[src/include/cache_params.svh]
// --------------------------------------------------
// Data cache geometry
// --------------------------------------------------
`ifndef CACHE_PARAMS_SVH
`define CACHE_PARAMS_SVH

// 256 sets of 16-byte lines, two ways
`define CACHE_SETS      256
`define CACHE_INDEX_W   8
`define CACHE_TAG_W     20
`define CACHE_OFFSET_W  4

// one line is four 32-bit banks
`define CACHE_BANKS     4
`define CACHE_WORD_W    32

`endif
[src/hw/cache_pkg.sv]
// --------------------------------------------------
// Data cache shared types
// --------------------------------------------------
`include "cache_params.svh"

package cache_pkg;

    typedef logic [`CACHE_WORD_W-1:0] word_t;

    // bank 0 sits in the low bits
    typedef word_t [`CACHE_BANKS-1:0] block_t;

    // op: 0 read, 1 write
    typedef struct packed {
        logic                       op;
        logic [`CACHE_INDEX_W-1:0]  index;
        logic [`CACHE_TAG_W-1:0]    tag;
        logic [`CACHE_OFFSET_W-1:0] offset;
        logic [3:0]                 wstrb;
        word_t                      wdata;
    } cpu_req_t;

    typedef struct packed {
        logic [`CACHE_TAG_W-1:0] tag;
        logic                    valid;
    } tagv_t;

    typedef struct packed {
        logic [31:0] addr;
        block_t      data;
    } wb_req_t;

    // every action below works on the one way given in the last field
    typedef struct packed {
        logic                      rd_en;
        logic [`CACHE_INDEX_W-1:0] index;
        logic                      fill_we;
        logic [`CACHE_TAG_W-1:0]   fill_tag;
        logic                      set_dirty;
        logic                      clr_dirty;
        logic                      touch_lru;
        logic                      way;
    } tag_cmd_t;

    // replace the enabled bytes of base with those of upd
    function automatic word_t merge_word(word_t base, word_t upd, logic [3:0] be);
        word_t res;
        res = base;
        for (int i = 0; i < `CACHE_WORD_W / 8; i++) begin
            if (be[i]) begin
                res[8*i +: 8] = upd[8*i +: 8];
            end
        end
        return res;
    endfunction

endpackage

[src/hw/cache_ctrl.sv]
// --------------------------------------------------
// Cache controller FSM
// --------------------------------------------------
`include "cache_params.svh"

module cache_ctrl (
    input  logic                              clk,
    input  logic                              reset,
    input  logic                              valid,
    input  cache_pkg::cpu_req_t               req,
    output logic                              addr_ok,
    output logic                              data_ok,
    output cache_pkg::word_t                  rdata,
    output cache_pkg::tag_cmd_t               tag_cmd,
    output logic [`CACHE_TAG_W-1:0]           lookup_tag,
    input  logic                              hit,
    input  logic                              hit_way,
    input  logic                              victim_way,
    input  logic                              victim_dirty,
    input  logic [`CACHE_TAG_W-1:0]           victim_tag,
    output logic [`CACHE_INDEX_W-1:0]         data_index,
    output logic                              data_rd_en,
    output logic                              data_wr_en,
    output logic                              data_way,
    output logic [$clog2(`CACHE_BANKS)-1:0]   data_bank,
    output logic [3:0]                        data_byte_en,
    output cache_pkg::word_t                  data_wdata,
    input  cache_pkg::block_t                 way0_block,
    input  cache_pkg::block_t                 way1_block,
    output logic                              rd_req,
    output logic [31:0]                       rd_addr,
    input  logic                              rd_rdy,
    input  logic                              ret_valid,
    input  logic                              ret_last,
    input  cache_pkg::word_t                  ret_data,
    output logic                              wr_req,
    output cache_pkg::wb_req_t                wb,
    input  logic                              wr_rdy
);

    import cache_pkg::*;

    localparam int bank_w = $clog2(`CACHE_BANKS);

    typedef enum logic [2:0] {
        IDLE, LOOKUP, WRITEHIT, MISS, WRITEBACK, REFILL
    } state_t;

    state_t            state;
    state_t            state_next;
    cpu_req_t          req_q;
    logic [bank_w-1:0] beat_q;
    logic [bank_w-1:0] req_bank;
    logic              target_beat;
    logic              fill_done;
    block_t            hit_block;
    block_t            victim_block;
    word_t             refill_word;

    assign req_bank    = req_q.offset[`CACHE_OFFSET_W-1 -: bank_w];
    assign target_beat = (state == REFILL) && ret_valid && (beat_q == req_bank);
    assign fill_done   = (state == REFILL) && ret_valid && ret_last;

    always_ff @(posedge clk) begin
        if (reset) begin
            state <= IDLE;
        end else begin
            state <= state_next;
        end
    end

    always_comb begin
        state_next = state;
        case (state)
            IDLE:      if (valid) state_next = LOOKUP;
            LOOKUP: begin
                if (!hit) begin
                    state_next = MISS;
                end else if (req_q.op) begin
                    state_next = WRITEHIT;
                end else begin
                    state_next = IDLE;
                end
            end
            WRITEHIT:  state_next = IDLE;
            // dirty victim goes out first, then back here with it clean
            MISS: begin
                if (victim_dirty) begin
                    state_next = WRITEBACK;
                end else if (rd_rdy) begin
                    state_next = REFILL;
                end
            end
            WRITEBACK: if (wr_rdy) state_next = MISS;
            REFILL:    if (fill_done) state_next = IDLE;
            default:   state_next = IDLE;
        endcase
    end

    // request buffer
    always_ff @(posedge clk) begin
        if (addr_ok) begin
            req_q <= req;
        end
    end

    // refill beat counter, bank 0 arrives first
    always_ff @(posedge clk) begin
        if (reset || state != REFILL) begin
            beat_q <= '0;
        end else if (ret_valid) begin
            beat_q <= beat_q + 1'b1;
        end
    end

    assign addr_ok    = (state == IDLE) && valid;
    assign lookup_tag = req_q.tag;

    // store bytes land on the beat that carries the requested word
    assign refill_word = (req_q.op && beat_q == req_bank) ?
                         merge_word(ret_data, req_q.wdata, req_q.wstrb) : ret_data;

    always_comb begin
        tag_cmd.rd_en     = addr_ok;
        tag_cmd.index     = data_index;
        tag_cmd.fill_we   = fill_done;
        tag_cmd.fill_tag  = req_q.tag;
        tag_cmd.set_dirty = (state == WRITEHIT) || (fill_done && req_q.op);
        tag_cmd.clr_dirty = ((state == WRITEBACK) && wr_rdy) || (fill_done && !req_q.op);
        tag_cmd.touch_lru = ((state == LOOKUP) && hit) || fill_done;
        tag_cmd.way       = (state == LOOKUP || state == WRITEHIT) ? hit_way : victim_way;
    end

    assign data_index   = (state == IDLE) ? req.index : req_q.index;
    assign data_rd_en   = addr_ok;
    assign data_wr_en   = (state == WRITEHIT) || ((state == REFILL) && ret_valid);
    assign data_way     = (state == WRITEHIT) ? hit_way : victim_way;
    assign data_bank    = (state == WRITEHIT) ? req_bank : beat_q;
    assign data_byte_en = (state == WRITEHIT) ? req_q.wstrb : 4'hf;
    assign data_wdata   = (state == WRITEHIT) ? req_q.wdata : refill_word;

    assign hit_block    = hit_way ? way1_block : way0_block;
    assign victim_block = victim_way ? way1_block : way0_block;

    assign data_ok = ((state == LOOKUP) && hit && !req_q.op) ||
                     (state == WRITEHIT) || target_beat;
    assign rdata   = (state == REFILL) ? ret_data : hit_block[req_bank];

    assign rd_req  = (state == MISS) && !victim_dirty;
    assign rd_addr = {req_q.tag, req_q.index, {`CACHE_OFFSET_W{1'b0}}};

    assign wr_req  = (state == WRITEBACK);
    assign wb      = '{addr: {victim_tag, req_q.index, {`CACHE_OFFSET_W{1'b0}}},
                       data: victim_block};

endmodule

[config.mk]
export PLATFORM = sky130hd
export DESIGN_NAME = cache_ctrl
export DESIGN_NICKNAME = d
export VERILOG_FILES = /design/src/hw/cache_pkg.sv /design/src/hw/cache_ctrl.sv
export VERILOG_INCLUDE_DIRS = /design/src /design/src/include
export SDC_FILE = /design/constraint.sdc
export NUM_CORES = 1
export LEC_CHECK = 0
export BUFFER_PORTS_ARGS = -buffer_cell sky130_fd_sc_hd__buf_4
export CAP_MARGIN = 20
export CORE_AREA = 2 2 276 278
export CTS_CLUSTER_SIZE = 14
export DETAILED_ROUTE_END_ITERATION = 8
export DIE_AREA = 0 0 278 280
export PLACE_DENSITY = 0.35
export SLEW_MARGIN = 20
export SYNTH_ARGS = -nofsm -noshare
export SYNTH_HDL_FRONTEND = slang
export SYNTH_SLANG_ARGS = --single-unit
[constraint.sdc]
create_clock -name clk -period 3.3 [get_ports clk]
set_input_delay 0.165 -clock clk [delete_from_list [all_inputs] [get_ports clk]]
set_output_delay 0.165 -clock clk [all_outputs]
set_load 0.02 [all_outputs]
==> qor.yml, run 1 <==
status: "finished, final reports clean"
tns_ns: 0
ioPinCount: 719
max_stage_delay_ns: 0.85
wirelength_microns: 48900
ys_dominant_reg_cell: "edfxtp_1"
die_w_microns: 278
drcViolationCount: 0
combPwrFrac_pct: 57.8
place.gp.congestion: 0.830
syn_area_per_cell_sq_um: 10.3
p_leak_nw: 6.55
clock_latency_ns: 0.36
pwr-share-seq_pct: 24.0
rows: 101
ys_ff_latch: 72
cts_root_buf: "clkbuf_16"
grt_usage_pct: 11.8
drive_gt1_share_pct: 64.6
drtAntennaViolNets: 0
cts.sinks: 72
critical_path_class: "reg2out"
hold_violations: 0
syn_inst: 769
cp-start-kind: "register"
min_period_ns: 2.91
dieArea_sq_um: 77800
crit_chain: "nor2b_4 > a22oi_1 > nand3_1 > nand2_1 > buf_4"
critical_path_required_ns: 3.13
rsz0062_at_grt: "false"
cts_tree: "done"
swShare_pct: 41.2
core-area_sq_um: 75200
drt_iter0_markers: 375
ys_types: 34
tightest_slew_ns: 0.953
grt_max_degree: 66
max_clock_freq_ghz: 0.343
setup_ws_ns: 0.386
stdcell_count: 2359
slew_headroom_pct: 36.3
setup_viol: 0
grt_first_pass_wirelength_microns: 65700
cts_resized: 0
hold_path_class: "in2reg"
clkTransAtPathRegs_ns: 0.06
antenna_found_initial: 8
intPower_mw: 3.01
vias_per_cell: 3.57
whs_ns: 0.141
portBuffers: 668
grt.overflow.total: 0
syn_to_final_growth_pct: 80.7
crit_fanout: 19
max-clock-path-buffers: 2
cts_buffers: 9
synth_edf_count: 67
power_switching_mw: 2.11
p_clk_share_pct: 18.2
synthArstFlopShare_pct: 0
slowest_stage: "nor2b_4"
netlist_area_sq_um: 7910
nets: 1763
start_util_pct: 10.5
final_core_util_pct: 19.0
finalCritPeriodShare_pct: 88.3
die_h_microns: 280
cp_data_arrival_time_ns: 2.75
grt_pass1_vias: 8768
dpl.cell_count: 2274
htree_levels: 3
crit_path_end_kind: "output port"
wl_per_cell_microns: 20.7
ys_warn_count: 0
first_pass_iters: 4
powerDensity_nw_per_um2: 358
dp_hpwl_microns: 40800
vias: 8414
dp_slack_ns: 0.610
slew_viol_final: 0
ir_worst_vdd_mv: 0.248
skew_ns: 0.00764
maxCapViolCount: 0
yosysSeqAreaShare_pct: 26.7
==> path summary, 6_finish.rpt <==
kind / start / end / slack, ns / cells after the start
worst max register to register: state[0]$_SDFFE_PP0P_ / state[2]$_SDFFE_PP0P_ / 1.07 / 4
worst min register to register: beat_q[0]$_SDFFE_PP0P_ / beat_q[0]$_SDFFE_PP0P_ / 0.57 / 2
worst max-delay path: req_bank[0]$_DFFE_PP_ / rdata[19] / 0.39 / 5
worst min-delay path: ret_valid / beat_q[0]$_SDFFE_PP0P_ / 0.14 / 3
==> metal layers <==
metal	wire (microns)	track usage [%]	up-vias
li1	-	-	3936
met1	20800	15.1	4057
met2	24500	20.6	377
met3	2890	2.27	42
met4	697	2.51	2
met5	7	0	-
==> sequential cells by signal (all words and copies together) (netlist names) <==
name and flops:
req_bank 2, state 3, lookup_tag 20, rd_addr 8
req_q 37, beat_q 2
==> cells in the final DEF (no fill, tap or decap), types with 2 or more instances in the layout <==
| master | count |
|---|---|
| a22oi_1 | 65 |
| o21ai_0 | 4 |
| clkbuf_16 | 9 |
| buf_4 | 685 |
| a31o_1 | 4 |
| dfxtp_1 | 5 |
| nor2_1 | 5 |
| buf_12 | 8 |
| edfxtp_1 | 67 |
| nor3_2 | 2 |
| xor2_1 | 4 |
| nor2b_4 | 2 |
| nor3_1 | 4 |
| clkinvlp_4 | 3 |
| mux2_2 | 140 |
| dlygate4sd3_1 | 68 |
| a21o_1 | 2 |
| conb_1 | 8 |
| nand3_1 | 34 |
| inv_1 | 3 |
| nand2b_1 | 7 |
| mux2_4 | 32 |
| clkinv_2 | 2 |
| nand2_1 | 69 |
| mux2i_1 | 130 |
==> timing repair <==
action	4_1_cts	5_1_grt
hold endpoints to repair	66	2
endpoints found under the setup margin	0	0
setup buffers	0	0
hold buffers	66	2
==> final cells by class <==
type / instances / area (sq um)
clock inverter: 6 / 36.3
fill: 8398 / 60900
timing repair buffer: 763 / 6010
tap: 978 / 1220
multi-input combinational: 526 / 4660
antenna: 1 / 2.50
clock buffer: 10 / 229
inverter: 3 / 11.3
sequential: 72 / 2110
==> stage by stage <==
stage	instance area (sq um)	power (mW)
2_1_floorplan	7930	2.88
3_3_place_gp	13300	4.19
3_5_place_dp	13300	4.18
4_1_cts	14300	5.23
5_1_grt	14300	5.39
6_report	14300	5.11
==> power by group through the flow <==
stage               registers (mW)  logic, mW  clock network (mW)
finish                        1.23       2.96               0.933
global route                  1.24       3.14                1.01
CTS                           1.23       3.01               0.985
detailed placement            1.25       2.94                   0
global placement              1.24       2.95                   0
floorplan                     1.20       1.67                   0
==> synthesized netlist by cell type (all sizes together) (5+ instances only) <==
cell | number | share of area, %
mux2 | 172 | 26
buf | 154 | 14
mux2i | 130 | 16
nand2 | 69 | 3.3
edfxtp | 67 | 25
a22oi | 65 | 6.2
nand3 | 35 | 2.2
clkbuf | 21 | 1.0
nand2b | 7 | 0.55
nor2 | 6 | 0.28
nor3 | 6 | 0.51
dfxtp | 5 | 1.3
==> critical path, delay by kind of cell, from the launching register on <==
family / cells / cell delay, ns
flip-flops: 1 / 0.55
AND/OR/NAND/NOR: 3 / 1.14
AO/OA/AOI/OAI: 1 / 0.49
buffers and inverters: 1 / 0.16
==> cell families (layout without fill, tap and decap cells) <==
kind of cell / Yosys count / after routing / synth area share [%]
multiplexers: 302 / 302 / 42.5
other: 1 / 9 / 0.0474
flip-flops: 72 / 72 / 26.7
AO/OA/AOI/OAI: 80 / 80 / 7.61
XOR/XNOR: 5 / 5 / 0.554
buffers and inverters: 178 / 782 / 15.1
AND/OR/NAND/NOR: 131 / 131 / 7.52
No activity file was read; power rests on OpenSTA's default activity.
==> run 2: changes to the inputs <==
- PLACE_DENSITY: 0.35 -> 0.39
- SLEW_MARGIN: 20 -> not set
==> run 2 against run 1 <==
Core utilization about the same. Sequential share of layout area about the same. First-iteration DRC count decreased by 22%. Via count increased by 0.40%. Sequential power about the same. Count of clock-buffer cells in the layout decreased by 1. Largest power group unchanged. Worst setup slack improved by 0.034 ns. Critical path type unchanged. Highest routed layer is now met4. Cell area about the same.
==> qor.yml, run 2 (same netlist as run 1, synthesis figures left out) <==
status: "finished, final reports clean"
maxCapViolCount: 0  # unchanged
htree_levels: 3  # unchanged
drcViolationCount: 0  # unchanged
placed_cell_area_sq_um: 13300  # about the same
critical_path_required_ns: 3.13  # about the same
tns_ns: 0  # unchanged
slew_viol_final: 0  # unchanged
start_util_pct: 10.5  # unchanged
critical-path-top-delay-family: "simple AND/OR/NAND/NOR gates"
largest_reg_flops: 37  # unchanged
crit_chain: "nor2_4 > a22oi_1 > nand3_1 > nand2_1 > buf_4"
crit_fanout: 17  # -2
antenna_found_initial: 4  # -4
skew_ns: 0.00719  # -0.000454 ns
wirelength_microns: 48100  # -1.6%
design_area_sq_um: 14300  # about the same
hold_path_class: "in2reg"
powerDensity_nw_per_um2: 365  # +1.9%
syn_to_final_growth_pct: 80.8  # about the same
grt.overflow.total: 0  # unchanged
crit_path_end_kind: "output port"
dieArea_sq_um: 77800  # unchanged
min_period_ns: 2.88  # -0.0338 ns
cp_num_cells: 5  # unchanged
rsz0062_at_grt: "false"
max_stage_delay_ns: 0.77  # -0.08 ns
cp_data_arrival_time_ns: 2.72  # -0.03 ns
drtAntennaViolNets: 0  # unchanged
hold_violations: 0  # unchanged
setup_viol: 0  # unchanged
drt_iter0_markers: 292  # -22%
finalCritPeriodShare_pct: 87.3  # -1.0 points
first_pass_iters: 4  # unchanged
grt_pass1_vias: 8987  # +2.5%
max_clock_freq_ghz: 0.347  # +1.2%
cts_root_buf: "clkbuf_16"
critical_path_class: "reg2out"
cts_tree: "done"
wl_per_cell_microns: 20.4  # -1.9%
die_h_microns: 280  # unchanged
whs_path_depth: 1  # -2
cts_resized: 0  # unchanged
die_w_microns: 278  # unchanged
grt_first_pass_wirelength_microns: 64600  # -1.6%
most-common-layout-cells: "buf_4, mux2_2, mux2i_1, nand2_1"
max-clock-path-buffers: 2  # unchanged
cp-start-kind: "register"
dp_hpwl_microns: 40100  # -1.7%
grt_max_degree: 66  # unchanged
top_register: "req_q"
ioPinCount: 719  # unchanged
path_buf_inv: 1  # unchanged
vias: 8448  # +0.40%
slew_headroom_pct: 39.1  # +2.7 points
grt_usage_pct: 11.6  # -0.25 points
clkTransAtPathRegs_ns: 0.06  # about the same
r2r_setup_slack_ns: 1.20  # +0.13 ns
slowest_stage: "nor2_4"
drive_gt1_share_pct: 64.9  # +0.30 points
p_leak_nw: 6.57  # +0.42%
vias_per_cell: 3.57  # +0.15%
cts.sinks: 72  # unchanged
core-area_sq_um: 75200  # unchanged
whs_ns: 0.0271  # -0.114 ns
portBuffers: 668  # unchanged
final_common_cell: "buf_4"
cts_buffers: 9  # unchanged
rr_worst_depth: 3  # -1
rows: 101  # unchanged
fillCellCount: 8361  # -0.44%
clock_latency_ns: 0.36  # about the same
tightest_slew_ns: 0.912  # -0.0413 ns
nets: 1769  # +0.34%
place.gp.congestion: 0.843  # +1.5%
ir_worst_vdd_mv: 0.325  # +31%
==> run 2: changes by cell type in the layout (fill, tap and decap cells not counted) <==
cell,before,now
dlygate4sd3_1,68,67
clkinvlp_4,3,1
clkinv_2,2,1
buf_4,685,697
clkinv_4,0,3
bufinv_16,0,1
clkbuf_1,1,0
buf_12,8,3
==> run 2: stage by stage <==
step | total power, mW | std cells | setup slack, ns | utilization, %
after global placement | 4.20 | 2281 | 0.739 | 17.7
after CTS | 5.33 | 2364 | 0.296 | 19.0
after floorplan | 2.88 | 776 | 0.00470 | -
after detailed placement | 4.20 | 2281 | 0.712 | 17.7
final | 5.22 | 2365 | 0.420 | 19.0
after global routing | 5.48 | 2364 | 0.269 | 19.0
==> run 2: path summary, 6_finish.rpt <==
kind | startpoint | end
max reg2reg | state[0]$_SDFFE_PP0P_ | state[2]$_SDFFE_PP0P_
min reg2reg | beat_q[0]$_SDFFE_PP0P_ | beat_q[0]$_SDFFE_PP0P_
max | req_bank[0]$_DFFE_PP_ | rdata[20]
min | req[32] | req_q[32]$_DFFE_PP_
==> run 2: final cells by class <==
cell class | instances | area [sq um] | share of cell area [%]
clock buffers | 9 | 225 | 1.58
multi-input cells | 526 | 4660 | 32.6
inverters | 3 | 11.3 | 0.0788
repair buffers | 769 | 5990 | 41.9
flip-flops and latches | 72 | 2110 | 14.8
diodes | 1 | 2.50 | 0.0175
clock inverters | 7 | 72.6 | 0.508
well taps | 978 | 1220 | 8.56
==> run 2: metal layers <==
metal | GRT usage [%] | part of all wire, % | vias to the layer above
met1 | 14.3 | 42 | 4055
met3 | 2.36 | 5.6 | 51
met2 | 20.3 | 50 | 391
li1 | - | - | 3951
met5 | 0 | 0 | -
met4 | 3.34 | 2.1 | 0
==> run 2: timing repair <==
| item | CTS | global route |
|---|---|---|
| endpoints found under the hold margin | 67 | 0 |
| buffers inserted | 0 | 0 |
| hold buffers | 67 | 0 |
==> run 2: power by group <==
group	total (mW)	leakage [nW]	switching [mW]	internal, mW
combinational	2.98	5.76	1.61	1.37
clock	1.02	0.143	0.430	0.585
sequential	1.23	0.674	0.0882	1.14
==> run 3: changes to the inputs <==
- BUFFER_PORTS_ARGS: -buffer_cell sky130_fd_sc_hd__buf_4 -> -buffer_cell sky130_fd_sc_hd__buf_2
- GPL_ROUTABILITY_DRIVEN: not set -> 0
==> run 3 against run 2 <==
Cell area shrank 11%. Combinational power down 14%. Die area unchanged. Global-route usage is 0.80 points lower. Register-to-register slack about the same. Sequential power barely moved. Worst setup slack improved by 0.15 ns. Core utilization fell by 2.1 points. Maximum frequency rose by 5.4%. Via count rose by 0.45%. Wire length decreased by 6.2%. Critical endpoint is now rdata[19]. Largest cell class is now multi-input gates. Largest power group unchanged.
==> qor.yml, run 3 (same netlist as run 1, synthesis figures left out) <==
status: "finished, final reports clean"
path_buf_inv: 3  # +2
crit_end: "rdata[19]"
top_register: "req_q"
cts_root_buf: "clkbuf_16"
grt.overflow.total: 0  # unchanged
finalCritPeriodShare_pct: 82.8  # -4.5 points
syn_to_final_growth_pct: 60.7
post_cts_buffers: 0  # unchanged
cts_hold_buf: 67  # unchanged
cts_buffers: 9  # unchanged
r2r_setup_slack_ns: 1.19  # about the same
cp_data_arrival_time_ns: 2.57  # -0.15 ns
crit_top_cell: "buf_4"
wirelength_microns: 45200  # -6.2%
grt_first_pass_wirelength_microns: 60600  # -6.3%
grt_pass1_vias: 8607  # -4.2%
placed_cell_area_sq_um: 11700  # -13%
core-area_sq_um: 75200  # unchanged
max_clock_freq_ghz: 0.366  # +5.4%
most-common-layout-cells: "buf_2, mux2_2, mux2i_1, nand2_1"
rows: 101  # unchanged
r2r-start: "state[0]$_SDFFE_PP0P_"
slew_viol_final: 0  # unchanged
clkTransAtPathRegs_ns: 0.07  # about the same
design_area_sq_um: 12700  # -11%
cp-startpoint: "req_bank[1]$_DFFE_PP_"
critical-path-top-delay-family: "simple AND/OR/NAND/NOR gates"
powerDensity_nw_per_um2: 396  # +8.6%
clock_latency_ns: 0.36  # about the same
grt_max_degree: 55  # -17%
cts.sinks: 72  # unchanged
wl_per_cell_microns: 19.1  # -6.3%
vias: 8486  # +0.45%
dieArea_sq_um: 77800  # unchanged
rsz0062_at_grt: "false"
drt_iter0_markers: 339  # +16%
maxCapViolCount: 0  # unchanged
antenna_found_initial: 7  # +3
slew_headroom_pct: 46.2  # +7.1 points
p_leak_nw: 6.04  # -8.2%
critical_path_required_ns: 3.13  # about the same
die_w_microns: 278  # unchanged
final_common_cell: "buf_2"
hold_path_class: "in2reg"
grt_usage_pct: 10.8  # -0.80 points
drive_gt1_share_pct: 64.9  # +0.072 points
crit_fanout: 11  # -6
slowest_stage: "nor2b_4"
hold_violations: 0  # unchanged
setup_viol: 0  # unchanged
crit_chain: "nor2b_4 > buf_4 > buf_4 > a22oi_1 > nand3_1 > nand2_1 > buf_2"
fillCellCount: 8385  # +0.29%
start_util_pct: 10.5  # unchanged
drcViolationCount: 0  # unchanged
min_period_ns: 2.73  # -0.148 ns
ioPinCount: 719  # unchanged
cp-start-kind: "register"
critical_path_class: "reg2out"
skew_ns: 0.00775  # +0.000562 ns
cp_num_cells: 7  # +2
crit_path_end_kind: "output port"
regToRegEndpoint: "req_q[4]$_DFFE_PP_"
htree_levels: 3  # unchanged
tightest_slew_ns: 0.807  # -0.105 ns
portBuffers: 668  # unchanged
cts_tree: "done"
ir_worst_vdd_mv: 0.326  # +0.60%
rr_worst_depth: 4  # +1
drtAntennaViolNets: 0  # unchanged
vias_per_cell: 3.59  # +0.41%
tns_ns: 0  # unchanged
cts_resized: 0  # unchanged
max-clock-path-buffers: 2  # unchanged
die_h_microns: 280  # unchanged
dp_hpwl_microns: 38400  # -4.2%
max_stage_delay_ns: 0.65  # -0.12 ns
largest_reg_flops: 37  # unchanged
first_pass_iters: 5  # +1
nets: 1769  # unchanged
run 3: changes by cell type in the layout (fill, tap and decap cells not counted):
cell        previous run  this run
bufinv_16              1         4
clkinv_4               3         1
clkinv_1               1         0
clkinvlp_4             1         0
inv_6                  0         1
buf_2                  0       666
diode_2                1         2
buf_4                697        31
run 3: cell type report:
cell class / instances / area (sq um) / share of cell area, %
sequential: 72 / 2110 / 16.6
multi-input combinational: 526 / 4660 / 36.7
clock buffer: 9 / 225 / 1.77
clock inverter: 7 / 143 / 1.12
tap: 978 / 1220 / 9.63
antenna: 2 / 5.00 / 0.0394
timing repair buffer: 769 / 4320 / 34.0
inverter: 3 / 11.3 / 0.0887
run 3: worst min path at each step:
stage | cells past startpoint | to | slack [ns] | from
CTS | 2 | state[2]$_SDFFE_PP0P_ | 0.02 | reset
floorplan | 1 | state[2]$_SDFFE_PP0P_ | 0.23 | reset
detailed placement | 0 | wb[156] | 0.33 | victim_tag[16]
global route | 2 | state[2]$_SDFFE_PP0P_ | 0.06 | reset
global placement | 0 | wb[156] | 0.33 | victim_tag[16]
finish | 2 | state[2]$_SDFFE_PP0P_ | 0.05 | reset
run 3: worst register-to-register path: stages (launching register included):
cell     delay (ns)
dfxtp_1        0.46
nor3_2         0.21
buf_4          0.21
and2_4         0.46
buf_4          0.43
run 3: power breakdown:
group	internal (mW)	switching, mW
clock	0.818	0.429
sequential	1.14	0.0795
combinational	1.00	1.57
total	2.96	2.08
run 3: per-layer routing:
metal / GRT usage [%] / wire length (microns) / share of wire, % / up-vias
li1: - / - / - / 3955
met1: 14.0 / 20000 / 44 / 4075
met2: 18.5 / 21900 / 49 / 397
met3: 1.63 / 2250 / 5.0 / 59
met4: 3.02 / 989 / 2.2 / 0
met5: 0 / 0 / 0 / -
run 3: per-stage QoR:
| stage | util [%] | hold WS [ns] | setup slack [ns] | total power, mW | instances |
|---|---|---|---|---|---|
| CTS | 16.9 | 0.0221 | 0.450 | 5.13 | 2364 |
| global route | 16.9 | 0.0585 | 0.426 | 5.28 | 2365 |
| finish | 16.9 | 0.0505 | 0.568 | 5.04 | 2366 |
| detailed placement | 15.5 | 0.330 | 0.751 | 3.78 | 2281 |
| floorplan | - | 0.234 | 0.00470 | 2.88 | 776 |
| global placement | 15.5 | 0.330 | 0.762 | 3.79 | 2281 |
